$ cat config.mk
export PLATFORM = sky130hd
export DESIGN_NAME = fpu_op_decoder
export DESIGN_NICKNAME = d
export VERILOG_FILES = /design/src/rtl/fpu_op_pkg.sv /design/src/rtl/fpu_op_decoder.sv
export SDC_FILE = /design/constraint.sdc
export NUM_CORES = 1
export LEC_CHECK = 0
export BUFFER_PORTS_ARGS = -buffer_cell sky130_fd_sc_hd__buf_2
export CAP_MARGIN = 10
export CORE_AREA = 2 2 39 41
export DETAILED_ROUTE_END_ITERATION = 16
export DIE_AREA = 0 0 41 43
export GPL_ROUTABILITY_DRIVEN = 1
export RECOVER_POWER = 100
export SLEW_MARGIN = 20
export SYNTH_ARGS = -nofsm -noshare
export SYNTH_HDL_FRONTEND = slang
export SYNTH_SLANG_ARGS = --single-unit
$ cat constraint.sdc
create_clock -name vclk -period 0.9
set_clock_uncertainty 0.2 [all_clocks]
set_input_delay 0.09 -clock vclk [all_inputs]
set_output_delay 0.09 -clock vclk [all_outputs]
set_load 0.1 [all_outputs]
$ cat src/rtl/fpu_op_pkg.sv
package fpu_op_pkg;

  // codes 9..15 are not defined and decode as illegal
  typedef enum logic [3:0] {
    OP_FSGNJ  = 4'd0,
    OP_FSGNJN = 4'd1,
    OP_FSGNJX = 4'd2,
    OP_FMIN   = 4'd3,
    OP_FMAX   = 4'd4,
    OP_FEQ    = 4'd5,
    OP_FLT    = 4'd6,
    OP_FLE    = 4'd7,
    OP_FCLASS = 4'd8
  } fpu_op_e;

  typedef enum logic [1:0] {
    GRP_SGNJ   = 2'd0,
    GRP_MINMAX = 2'd1,
    GRP_CMP    = 2'd2,
    GRP_CLASS  = 2'd3
  } fpu_group_e;

  // sub_op per group
  //   sgnj   : 0 copy, 1 negate, 2 xor
  //   minmax : 0 min, 1 max
  //   cmp    : 0 eq, 1 lt, 2 le
  typedef struct packed {
    fpu_group_e  grp;
    logic [1:0]  sub_op;
    logic        legal;
  } fpu_dec_t;

endpackage

$ cat src/rtl/fpu_op_decoder.sv
`timescale 1ns/1ps

module fpu_op_decoder (
  input  logic                  i_valid_i,
  input  fpu_op_pkg::fpu_op_e   i_op_i,
  output fpu_op_pkg::fpu_dec_t  o_dec_o,
  output logic                  o_launch_o
);

  fpu_op_pkg::fpu_dec_t w_dec;

  always_comb begin
    w_dec.grp    = fpu_op_pkg::GRP_SGNJ;
    w_dec.sub_op = 2'd0;
    w_dec.legal  = 1'b1;
    case (i_op_i)
      fpu_op_pkg::OP_FSGNJ : w_dec.sub_op = 2'd0;
      fpu_op_pkg::OP_FSGNJN: w_dec.sub_op = 2'd1;
      fpu_op_pkg::OP_FSGNJX: w_dec.sub_op = 2'd2;
      fpu_op_pkg::OP_FMIN: begin
        w_dec.grp    = fpu_op_pkg::GRP_MINMAX;
        w_dec.sub_op = 2'd0;
      end
      fpu_op_pkg::OP_FMAX: begin
        w_dec.grp    = fpu_op_pkg::GRP_MINMAX;
        w_dec.sub_op = 2'd1;
      end
      fpu_op_pkg::OP_FEQ: begin
        w_dec.grp    = fpu_op_pkg::GRP_CMP;
        w_dec.sub_op = 2'd0;
      end
      fpu_op_pkg::OP_FLT: begin
        w_dec.grp    = fpu_op_pkg::GRP_CMP;
        w_dec.sub_op = 2'd1;
      end
      fpu_op_pkg::OP_FLE: begin
        w_dec.grp    = fpu_op_pkg::GRP_CMP;
        w_dec.sub_op = 2'd2;
      end
      fpu_op_pkg::OP_FCLASS: w_dec.grp = fpu_op_pkg::GRP_CLASS;
      default: w_dec.legal = 1'b0;  // 9..15, dropped
    endcase
  end

  assign o_dec_o    = w_dec;
  assign o_launch_o = i_valid_i & w_dec.legal;  // illegal ops never enter the pipe

  always_comb begin
    if (i_valid_i) begin
      assert final (!$isunknown(i_op_i)) else $error("op has unknown bits while valid");
    end
  end

endmodule

==> run metrics <==
status finished, violations left; failing checks negative setup slack; Hold Path Cell Cnt 3; Worst EP required ~0.61 ns; Syn Nets 19; Worst Setup Start Kind input port; Pins Over Slew Limit 0; Mapped Cells 14; Initial Utilization under 10%; post-DR wirelength/cell 9.21 um; worst-path fanout max 3; grt total ovfl 0; Clock Buffer Count 0; Placed Cells 53; Fillers ~140; HP Class input port to output port; Non-Filler Instances 53; Final Instance Area approximately 500 um^2; area of the core approximately 1400 um^2; hpwl dp between 400 and 500 um; Die ar. around 1800 um^2; P_sw slightly above 0.0002 W; global-route wire length before repair approximately 810 um; largest net degree at the start of global routing 6; Sw Ratio ~55%; drt drc 0; Avg Inst Size Synth 6.97 um^2; chip width 41 um; initial detailed-routing violation count 0; slack of the critical path -0.390 ns; Seq Cell Count 0; Post-Syn Area roughly 100 um^2; most frequent cells in the layout buf_4, buf_6, buf_12; DP Worst Slack -0.427 ns; sequential area share after synthesis 0%; P_int 0.000167 W; Final Critical Period ~1.3 ns; TNS Setup -1.83 ns; critical path type input port to output port; commonest non-fill, non-tap cell in the layout buf_4; Die Y about 43 um; Worst-Margin Slew 0.184 ns; FF+latch area 0 um^2; area delta synth->final 408%; gr usage total under 10%; RSZ-0062 raised after global routing yes; Syn. warnings 0; vias in the first global route 183; row cnt 14; DR vias between 150 and 200; Fmax ~780 MHz; Port Buffers 11; PD cells around 750 nW/um^2; logic gate share of total power between 90% and 100%; fin nets 44; Worst Setup End Kind output port; Final Setup Violations 6; Max Cap Viol 0; initial antenna violation count 0; sequential share of power 0%; Hold Vio Cnt, Final 0; hold_sp i_valid_i; Inserted Diodes 0; synth unique cells 11; footprint of the multi-input gates a little over 200 um^2; Worst Hold End o_launch_o; Routed Antenna Nets 0; Cell Area, Placed approximately 440 um^2; share of cells above drive strength 1 a little over nine tenths; leak pwr ~0.21 nW; Post-Route WL 488 um; Vias/cell 3.66; Critical Path AT 1.00 ns; Clock Power Share 0%; headroom to the max-slew limit roughly 88%; first drt pass iteration count 1; period utilisation layout 143%; io pins 11; gpl congestion around 0.70; VDD IR max 0.000267 V
## synth_stat cells (all sizes together)
library cell  number  share of area (%)
o21ai              1                5.1
o2bb2ai            1                9.0
and2               1                6.4
o31ai              1                7.7
and3b              1                9.0
or3b               1                9.0
or4b               1                 10
nand2b             4                 26
a21oi              1                5.1
nor2               1                3.8
xor2               1                9.0
## worst max-delay path by stage
stage,startpoint,end,depth (start not counted)
global placement,i_op_i[1],o_dec_o[4],4
global route,i_op_i[2],o_dec_o[4],4
finish,i_op_i[2],o_dec_o[4],4
detailed placement,i_op_i[1],o_dec_o[4],4
CTS,i_op_i[2],o_dec_o[4],4
floorplan,i_op_i[2],o_launch_o,2
## repair_timing
action,CTS,global route
hold buffers,0,0
pin swaps,6,4
endpoints found under the setup margin,6,6
resized for setup,9,4
buffers inserted,0,0
## layer usage
layer / part of all wire (%) / wire, um / GRT usage [%] / vias to the layer above
met2: 48 / 232 / 10.0 / 11
li1: - / - / - / 99
met3: 7.2 / 35 / 0.524 / 0
met4: 0 / 0 / 0 / 0
met1: 45 / 220 / 9.21 / 84
met5: 0 / 0 / 0 / -
## final cells by class
| class | count | area share (%) |
|---|---|---|
| Multi-Input combinational cell | 14 | 40.9 |
| Timing Repair Buffer | 23 | 55.1 |
| Tap cell | 16 | 4.04 |
## kinds of logic (layout without fill, tap and decap cells)
| logic type | count (synthesis) | after routing | share of synthesized area [%] |
|---|---|---|---|
| buf+inv | 0 | 23 | 0 |
| simple gates | 9 | 9 | 64.1 |
| compound gates | 4 | 4 | 26.9 |
| xor+xnor | 1 | 1 | 8.98 |
## worst max-delay path: stages
cell and delay (ns):
buf_8 0.10, or4b_4 0.54, o21ai_4 0.08, buf_12 0.19
## power by group through the flow
| stage | Sequential (W) | Clock (W) | Combinational [W] |
|---|---|---|---|
| 3_5_place_dp | 0 | 0 | 0.000343 |
| 2_1_floorplan | 0 | 0 | 0.000188 |
| 4_1_cts | 0 | 0 | 0.000365 |
| 3_3_place_gp | 0 | 0 | 0.000342 |
| 6_report | 0 | 0 | 0.000369 |
| 5_1_grt | 0 | 0 | 0.000384 |
## metrics by stage
stage | util [%] | total power [W] | hold WS (ns)
after floorplan | - | 0.000188 | 0.0738
after global placement | 31.5 | 0.000342 | 0.374
after global routing | 35.8 | 0.000384 | 0.390
after detailed placement | 31.5 | 0.000343 | 0.376
after CTS | 34.8 | 0.000365 | 0.376
final | 35.8 | 0.000369 | 0.375
Power figures use the tool's default switching activity.
