<file path="src/rtl/fp32_pkg.sv">
package fp32_pkg;

  parameter int EXP_W   = 8;
  parameter int MANT_W  = 23;
  parameter int CLASS_W = 10;

  parameter logic [31:0] CANONICAL_NAN = 32'h7fc00000;

  // FCLASS mask bit positions
  parameter int CLS_NEG_INF  = 0;
  parameter int CLS_NEG_NORM = 1;
  parameter int CLS_NEG_SUB  = 2;
  parameter int CLS_NEG_ZERO = 3;
  parameter int CLS_POS_ZERO = 4;
  parameter int CLS_POS_SUB  = 5;
  parameter int CLS_POS_NORM = 6;
  parameter int CLS_POS_INF  = 7;
  parameter int CLS_SNAN     = 8;
  parameter int CLS_QNAN     = 9;

  typedef struct packed {
    logic              sign;
    logic [EXP_W-1:0]  exp;
    logic [MANT_W-1:0] mant;
  } fp32_t;

  typedef struct packed {
    logic sign;
    logic zero;
    logic subnormal;
    logic normal;
    logic inf;
    logic nan;
    logic snan;
    logic qnan;
    logic spare;  // always 0
  } fp32_class_t;

  typedef struct packed {
    logic nv;
    logic dz;
    logic of;
    logic uf;
    logic nx;
  } fflags_t;

  typedef struct packed {
    logic [31:0] result;
    fflags_t     fflags;
  } fpu_resp_t;

endpackage
</file>
<file path="src/rtl/fpu_result_pipe.sv">
`timescale 1ns/1ps

module fpu_result_pipe #(
  parameter int LATENCY = 2,
  parameter int TAG_W   = 3
) (
  input  logic                 i_clk,
  input  logic                 i_reset_n,
  input  logic                 i_valid_i,
  input  fp32_pkg::fpu_resp_t  i_resp_i,
  input  logic [TAG_W-1:0]     i_tag_i,
  output logic                 o_valid_o,
  output fp32_pkg::fpu_resp_t  o_resp_o,
  output logic [TAG_W-1:0]     o_tag_o
);

  logic [LATENCY-1:0]   r_valid;
  fp32_pkg::fpu_resp_t  r_resp [LATENCY];
  logic [TAG_W-1:0]     r_tag  [LATENCY];

  always_ff @(posedge i_clk, negedge i_reset_n) begin
    if (!i_reset_n) begin
      r_valid <= '0;
    end else begin
      r_valid[0] <= i_valid_i;
      for (int i = 1; i < LATENCY; i++) begin
        r_valid[i] <= r_valid[i-1];
      end
    end
  end

  always_ff @(posedge i_clk) begin
    if (i_valid_i) begin
      r_resp[0] <= i_resp_i;
      r_tag[0]  <= i_tag_i;
    end
    for (int i = 1; i < LATENCY; i++) begin
      if (r_valid[i-1]) begin  // move only live entries
        r_resp[i] <= r_resp[i-1];
        r_tag[i]  <= r_tag[i-1];
      end
    end
  end

  assign o_valid_o = r_valid[LATENCY-1];
  assign o_resp_o  = r_resp[LATENCY-1];
  assign o_tag_o   = r_tag[LATENCY-1];

  a_valid_known: assert property (@(posedge i_clk) disable iff (!i_reset_n)
    !$isunknown(o_valid_o))
    else $error("o_valid_o unknown after reset");

endmodule

</file>
<file path="config.mk">
export PLATFORM = sky130hd
export DESIGN_NAME = fpu_result_pipe
export DESIGN_NICKNAME = d
export VERILOG_FILES = /design/src/rtl/fp32_pkg.sv /design/src/rtl/fpu_result_pipe.sv
export SDC_FILE = /design/constraint.sdc
export NUM_CORES = 1
export LEC_CHECK = 0
export BUFFER_PORTS_ARGS = -buffer_cell sky130_fd_sc_hd__clkbuf_2
export CORE_UTILIZATION = 25
export DETAILED_ROUTE_END_ITERATION = 10
export GPL_ROUTABILITY_DRIVEN = 1
export PLACE_DENSITY = 0.5
export SYNTH_ARGS = -nofsm -noshare
export SYNTH_HDL_FRONTEND = slang
export SYNTH_SLANG_ARGS = --single-unit
</file>
<file path="constraint.sdc">
create_clock -name i_clk -period 2.2 [get_ports i_clk]
set_clock_uncertainty 0.2 [all_clocks]
set_input_delay 0.11 -clock i_clk [delete_from_list [all_inputs] [get_ports i_clk]]
set_output_delay 0.11 -clock i_clk [all_outputs]
set_load 0.02 [all_outputs]
</file>
==> results by group <==
Die
  • Die W: 106.9 um
  • Initial Util: 0.2619
  • Die area: 11430 um^2
  • I/O pin count: 84
  • DIE HEIGHT: 106.9 um
  • Core Area: 10510 um^2
  • Row count: 37

STA
  • Unrepaired setup endpoints after global routing: false
  • Final min period: 1.360 ns
  • Fmax: 735.5 MHz
  • Endpoints failing setup: 0
  • Worst setup margin: 0.8404 ns
  • Post-route clock period utilization: 0.6180
  • Hold WS: 0.04486 ns
  • Worst Max-Slew Pin Slew: 0.5131 ns
  • Relative slew slack: 0.6579
  • Max Slew Vio Count: 0
  • Setup TNS: 0 ns
  • Final Hold Fails: 0

Route
  • Vias per cell: 3.573
  • DRC Markers: 0
  • First-pass iteration count of the detailed router: 4
  • Total Wirelength: 4478 um
  • Via count: 1290
  • DR iter-0 viols: 24
  • Post-DRT Antenna Nets: 0
  • Drt wl/cell: 12.40 um

Synth
  • Flops & latches, synth: 82
  • Post-synth EDFFs: 80
  • Sequential-to-total area share from yosys stat: 0.8909
  • YS warnings: 0
  • Most frequent cells after synthesis: edfxtp_1 (80), buf_4 (40), dfrtp_1 (2)
  • Top_reg_cell synth: edfxtp_1
  • Syn avg cell area: 22.56 um^2
  • Syn Inst Count: 122
  • Unique masters post-synth: 3
  • Cell with the most instances after synthesis: edfxtp_1
  • Synth area leaders: edfxtp_1 (87%), buf_4 (11%), dfrtp_1 (1.8%)
  • Largest area contributor in the netlist: edfxtp_1
  • Post-synth top area share: 0.8727
  • FFs w/ async S/R, synth: 0.02439
  • Syn Nets: 165
  • Post-Syn Area: 2753 um^2

Finish
  • Post-Layout Cell Count: 361
  • Nets@finish: 263
  • Layout cells sized above 1: 0.4489
  • Fillers: 967
  • Post-route cell area: 3729 um^2
  • Multi-input gate count: 0
  • Diode count: 0
  • Multi-input gate area: 0 um^2
  • Register Area: 2454 um^2
  • P&R area growth vs syn: 35.45%
  • Final Core Density: 0.3548

Global routing
  • Grt ovf: 0
  • First-pass GRT wire length: 6948 um
  • GR Util met3: 0.04012
  • Total GRT Usage: 0.08432
  • GR peak layer: met2
  • Largest net degree at the start of global routing: 42
  • GR Util met2: 0.1382
  • Initial antenna violation count: 0
  • Met1 GRT Util: 0.08654
  • Vias in the first global route: 1467

Critical path
  • CP max FO: 25
  • CP peak stage delay: 0.63 ns
  • CP Launch Type: flip-flop
  • Crit end category: flip-flop
  • Slowest CP cell: dfrtp_2
  • CP top delay family: flip-flops
  • Buffers and inverters on the worst path: 1
  • WS Path Type: flip-flop to flip-flop
  • Crit path DAT: 1.21 ns
  • CP required: 2.05 ns
  • Crit-path cells: buf_12

Placement
  • Placed cells: 303
  • Port Buf Inserts: 83
  • Setup WS pre-CTS: 0.8143 ns
  • Area post-placement: 3067 um^2
  • Placer Congestion: 0.6721

Power
  • Pwr dens: 929.3 nW/um^2
  • Leakage: 1.453 nW
  • VDD IR max: 497.7 uV
  • Overall Power: 3.465 mW

CTS
  • Root buf cell: clkbuf_8
  • Clock latency on the worst-skew pair: 0.34 ns
  • CTS max path bufs: 2
  • Post_cts resized: 0
  • CTS Sinks: 82
  • Postcts setup bufs: 0
  • CTS tree: done
  • CTS Buf Count: 9
  • Reg clk slew, reported paths: 0.07 ns
  • Number of H-tree levels: 3

Flow run
  • Max cap viols: 0

Outcome
  • Outcome: complete, no violations

Worst hold path
  • HP Class: input pin to flip-flop
## where the power goes
part           switching (mW)  total [mW]  leakage (nW)  internal, mW
clock network           0.523        1.27         0.113         0.751
registers              0.0414        1.91         0.805          1.86
logic                   0.163       0.285         0.534         0.122
total                   0.728        3.47          1.45          2.74
## kinds of logic (layout without fill, tap and decap cells)
logic type / count (synthesis) / after routing / share of synthesized area
DFF: 82 / 82 / 0.8909
buffers and inverters: 40 / 143 / 0.1091
## layout by cell type, fill, tap and decap left out
master         instances
buf_4                  1
clkinv_4               1
buf_12                 1
clkinv_1               1
dfrtp_2                1
clkbuf_2              83
bufinv_16              3
dfrtp_1                1
clkbuf_8               9
edfxtp_1              80
clkinvlp_4             2
dlygate4sd3_1         42
## final timing paths
| kind | start | endpoint | slack (ns) | cells after the start |
|---|---|---|---|---|
| setup / recovery | r_valid[0] | r_resp[0][38] | 0.84 | 1 |
| setup reg to reg | r_valid[0] | r_resp[0][38] | 0.84 | 1 |
| min in group asynchronous | i_reset_n | r_valid[1] | 0.47 | 3 |
| max in group asynchronous | i_reset_n | r_valid[0] | 1.19 | 3 |
| hold / removal | i_valid_i | r_valid[0] | 0.04 | 2 |
| hold reg to reg | r_resp[0][7] | r_resp[0][44] | 0.22 | 0 |
## registers in the layout, summed over array words and instances, names as in the netlist
register	cells
r_tag	6
r_resp	74
r_valid	2
## final cells by class
class                 instances  area share
clock buffer                  9     0.03322
clock inverter                7     0.03154
sequential                   82      0.6581
tap                         136     0.04564
timing repair buffer        127      0.2315
## metal layers
layer,part of all wire,vias up
met5,0,-
met4,0.020,0
met3,0.094,8
met2,0.49,62
met1,0.40,615
li1,-,605
## what timing repair did
item / 4_1_cts / 5_1_grt
setup endpoints to repair: 0 / 0
hold buffers: 42 / 0
hold endpoints to repair: 42 / 0
(Power assumes the default switching activity.)
